--- config.mk ---
export PLATFORM = sky130hd
export DESIGN_NAME = wb_port_arbiter
export DESIGN_NICKNAME = d
export VERILOG_FILES = /design/src/source/wb_port_pkg.sv /design/src/source/wb_port_arbiter.sv
export SDC_FILE = /design/constraint.sdc
export NUM_CORES = 1
export LEC_CHECK = 0
export ABC_AREA = 1
export BUFFER_PORTS_ARGS = -buffer_cell sky130_fd_sc_hd__buf_2
export CAP_MARGIN = 20
export CELL_PAD_IN_SITES_DETAIL_PLACEMENT = 1
export CELL_PAD_IN_SITES_GLOBAL_PLACEMENT = 2
export CORE_UTILIZATION = 27
export DETAILED_ROUTE_END_ITERATION = 8
export MAX_ROUTING_LAYER = met4
export PLACE_DENSITY_LB_ADDON = 0.1
export SLEW_MARGIN = 15
export SYNTH_ARGS = -nofsm -noshare
export SYNTH_HDL_FRONTEND = slang
export SYNTH_SLANG_ARGS = --single-unit
export TNS_END_PERCENT = 10
--- constraint.sdc ---
create_clock -name clk -period 2.6 [get_ports clk]
set_input_delay 0.65 -clock clk [delete_from_list [all_inputs] [get_ports clk]]
set_output_delay 0.65 -clock clk [all_outputs]
set_load 0.05 [all_outputs]
--- src/source/wb_port_pkg.sv ---
`default_nettype none

// Write-back sources and the one-hot select that picks between them
package wb_port_pkg;

  localparam int port_count = 4;

  // One select bit per source
  localparam int select_width = port_count;

  // The value is both the port number and the bit position in the select
  typedef enum logic [1:0] {
    src_valu      = 2'd0,
    src_salu_move = 2'd1,
    src_lsu       = 2'd2,
    src_export    = 2'd3
  } wb_source_e;

endpackage

`default_nettype wire

--- src/source/wb_port_arbiter.sv ---
`timescale 1ns/1ns
`default_nettype none

module wb_port_arbiter
  import wb_port_pkg::*;
(
  input  logic                    clk,
  input  logic                    rst_n,
  input  logic [select_width-1:0] wr_request,
  output logic [select_width-1:0] wr_port_select
);

  localparam int ptr_width = $clog2(port_count);

  logic [ptr_width-1:0] rr_ptr;       // First port to look at this cycle
  logic [ptr_width-1:0] grant_idx;
  logic                 grant_found;

  // Scan upward from the pointer and wrap, the first requester wins
  always_comb
  begin
    wr_port_select = '0;
    grant_idx = rr_ptr;
    grant_found = 1'b0;
    for (int i = 0; i < port_count; i++)
    begin
      if (!grant_found && wr_request[(int'(rr_ptr) + i) % port_count])
      begin
        grant_found = 1'b1;
        grant_idx = ptr_width'((int'(rr_ptr) + i) % port_count);
      end
    end
    if (grant_found)
      wr_port_select[grant_idx] = 1'b1;
  end

  // The winner drops to lowest priority for the next cycle
  always_ff @(posedge clk)
  begin
    if (!rst_n)
      rr_ptr <= '0;
    else if (grant_found)
    begin
      if (grant_idx == ptr_width'(port_count - 1))
        rr_ptr <= '0;
      else
        rr_ptr <= grant_idx + 1'b1;
    end
  end

  // At most one source owns the write port in any cycle
  a_select_onehot0 : assert property (
    @(posedge clk) disable iff (!rst_n)
    $onehot0(wr_port_select)
  ) else $error("write port select is not one-hot");

  // A grant never goes to a port that is not asking
  a_grant_requested : assert property (
    @(posedge clk) disable iff (!rst_n)
    (wr_port_select & ~wr_request) == '0
  ) else $error("write port granted without a request");

endmodule

`default_nettype wire

==> impl_metrics.csv <==
group,metric,value,unit
sta,drv_slew,0,
critical_path,path_max_fanout,3,
sta,skew,1.68,ps
clock_network,clk_pin_slew,30,ps
sta,rsz0062_at_grt,"yes",
run,max_cap_violations,0,
clock_network,root_buffer,"clkbuf_4",
global_route,antenna_found_initial,0,
critical_path,setup.worst_path.end,"wr_port_select[3]",
place,place_area,736,um2
logic_synthesis,ys.warnings.count,0,
sta,hold_viol,0,
logic_synthesis,netlist_area,589,um2
global_route,grt_max_degree,11,
logic_synthesis,synth_area_per_cell,5.72,um2
final_layout,stdcell_area,1010,um2
logic_synthesis,yosysTopAreaCell,"nand2_1",
detailed_routing,antenna_left,0,
critical_path,r2r_cells,12,
critical_path,cp.arrival,1980,ps
logic_synthesis,ys_types,19,
final_layout,syn_to_final_growth,71.1,%
place,dp_cells,148,
sta,report.final.setup_viol,4,
final_layout,antenna_cells,0,
global_route,grt_pass1_vias,730,
final_layout,final_cells,157,
global_route,track_usage,17.2,%
floorplan,dieWidth,48.7,um
sta,timing.final.crit_share,101,%
critical_path,path_class,"primary input to output port",
clock_network,cts_hold_buf,0,
logic_synthesis,synth_area_leaders,"nand2_1 (24%), nand2_2 (12%), ha_1 (8.5%)",
final_layout,top_regs,"rr_ptr: 2 flops",
detailed_routing,drc,0,
sta,relSlewSlack,87.5,%
detailed_routing,drt_iter0_drc,2,
run_status,violations,"negative setup slack",
critical_path,worstReg2RegStart,"rr_ptr[0]",
final_layout,nets,142,
run_status,status,"finished, violations left",
final_layout,largest_reg_flops,2,
floorplan,die_h,48.7,um
clock_network,cts_tree,"done",
critical_path,worst_setup_path_end_kind,"output port",
clock_network,cts_buffers,3,
sta,max_freq,0.380,GHz
logic_synthesis,synth_seq_cells,2,
logic_synthesis,ys_seq_area_share,6.79,%
place,routabilityCongestion,0.811,
detailed_routing,wl,1850,um
global_route,grt_pass1_wl,3220,um
final_layout,final_cell_mix,"nand2_1 (24), nand2_2 (20), buf_4 (16), nand2_4 (9), buf_6 (9)",
detailed_routing,viasPerCell,4.52,
sta,min_period,2630,ps
critical_path,r2r-end,"rr_ptr[1]",
floorplan,design.die.area,2370,um2
floorplan,core_area,2000,um2
critical_path,critPathLaunch,"wr_request[0]",
floorplan,initial_utilization,29.4,%
final_layout,finish.utilization,50.4,%
sta,tightest_slew,187,ps
logic_synthesis,synthesis.nets,113,
clock_network,ctsHtreeMaxLevel,1,
critical_path,required,1950,ps
critical_path,critPathLaunchType,"primary input",
detailed_routing,wire_per_inst,11.8,um
logic_synthesis,synth_top_area_share,24.2,%
sta,timing.final.ws_setup,-30.4,ps
critical_path,rrSetupSlack,750,ps
clock_network,clock-sinks,2,
place,dp_hpwl,1360,um
floorplan,rows,16,
detailed_routing,vias,710,
final_layout,layout_commonest_cell,"nand2_1",
global_route,gr-total-overflow,0,
clock_network,clk_latency,220,ps
place,portBuffers,9,
final_layout,drive_above_1_share,67.7,%
final_layout,top_register,"rr_ptr",
floorplan,io_pins,10,
detailed_routing,drtPass1Iterations,2,
min_path,hold_class,"register to register",
logic_synthesis,synthCells,103,
clock_network,cts_buffer_depth,2,
[logic make-up after synthesis]
group	after synthesis	share of synthesized area, %
and+or+nand+nor	76	67.1
buffers and inverters	19	15.9
adders and majority gates	4	8.49
AOI/OAI and AO/OA	2	1.70
DFF	2	6.79
[Yosys cell counts]
library cell	instances
nand2_1	38
nand3_1	9
nor2_1	5
nor2_4	1
inv_2	2
clkinv_2	1
o21ai_1	2
nand2_4	4
nand4_2	1
nand4_1	4
nand3_2	2
buf_4	1
inv_1	12
dfxtp_1	2
inv_4	1
nor2_2	1
ha_1	4
buf_6	2
nand2_2	11
[cell type report]
class / count / area [um2]
fill: 264 / 993
clock buffer: 3 / 22.5
tap: 27 / 33.8
timing repair buffer: 27 / 241
sequential: 2 / 47.5
inverter: 16 / 78.8
multi-input combinational: 82 / 584
[routing by layer]
metal  vias to the layer above  track usage [%]  part of all wire [%]
li1                        372                -                     -
met1                       333             23.3                    48
met2                         5             28.2                    52
met3                         0                0                  0.49
met4                         0             4.41                     0
met5                         -                -                     0
[critical path, cell delays in order]
cell and delay [ps]:
buf_6 100, nand2_1 70, nand2_2 80, nand2_4 80, nand2_4 70, nor2_4 100
nand4_1 180, nand2_4 160, inv_4 50, ha_1 190, inv_1 60, nor2_2 40
buf_6 150
[timing repair]
action / CTS / global route
setup buffers: 1 / 5
resized for setup: 41 / 25
endpoints found under the setup margin: 4 / 4
pin swaps: 15 / 20
[how the worst min path moves through the flow]
stage,from,endpoint,cells after the start,slack [ps]
4_1_cts,rr_ptr[1],rr_ptr[1],2,610
6_report,rr_ptr[1],rr_ptr[1],2,620
3_3_place_gp,rr_ptr[1],rr_ptr[1],2,690
5_1_grt,rr_ptr[1],rr_ptr[1],2,680
3_5_place_dp,rr_ptr[1],rr_ptr[1],2,690
2_1_floorplan,rr_ptr[1],rr_ptr[1],3,600
[per-stage QoR]
| stage | setup TNS, ps | setup WS, ps | hold slack [ps] |
|---|---|---|---|
| 5_1_grt | -556 | -167 | 680 |
| 3_5_place_dp | -709 | -205 | 693 |
| 6_report | -84.7 | -30.4 | 624 |
| 3_3_place_gp | -503 | -133 | 685 |
| 4_1_cts | -188 | -54.9 | 608 |
| 2_1_floorplan | -198 | -174 | 596 |
Power is left out: the tool's default activity adds up to more than one toggle a clock period on the data nets, which glitch-free logic cannot reach.
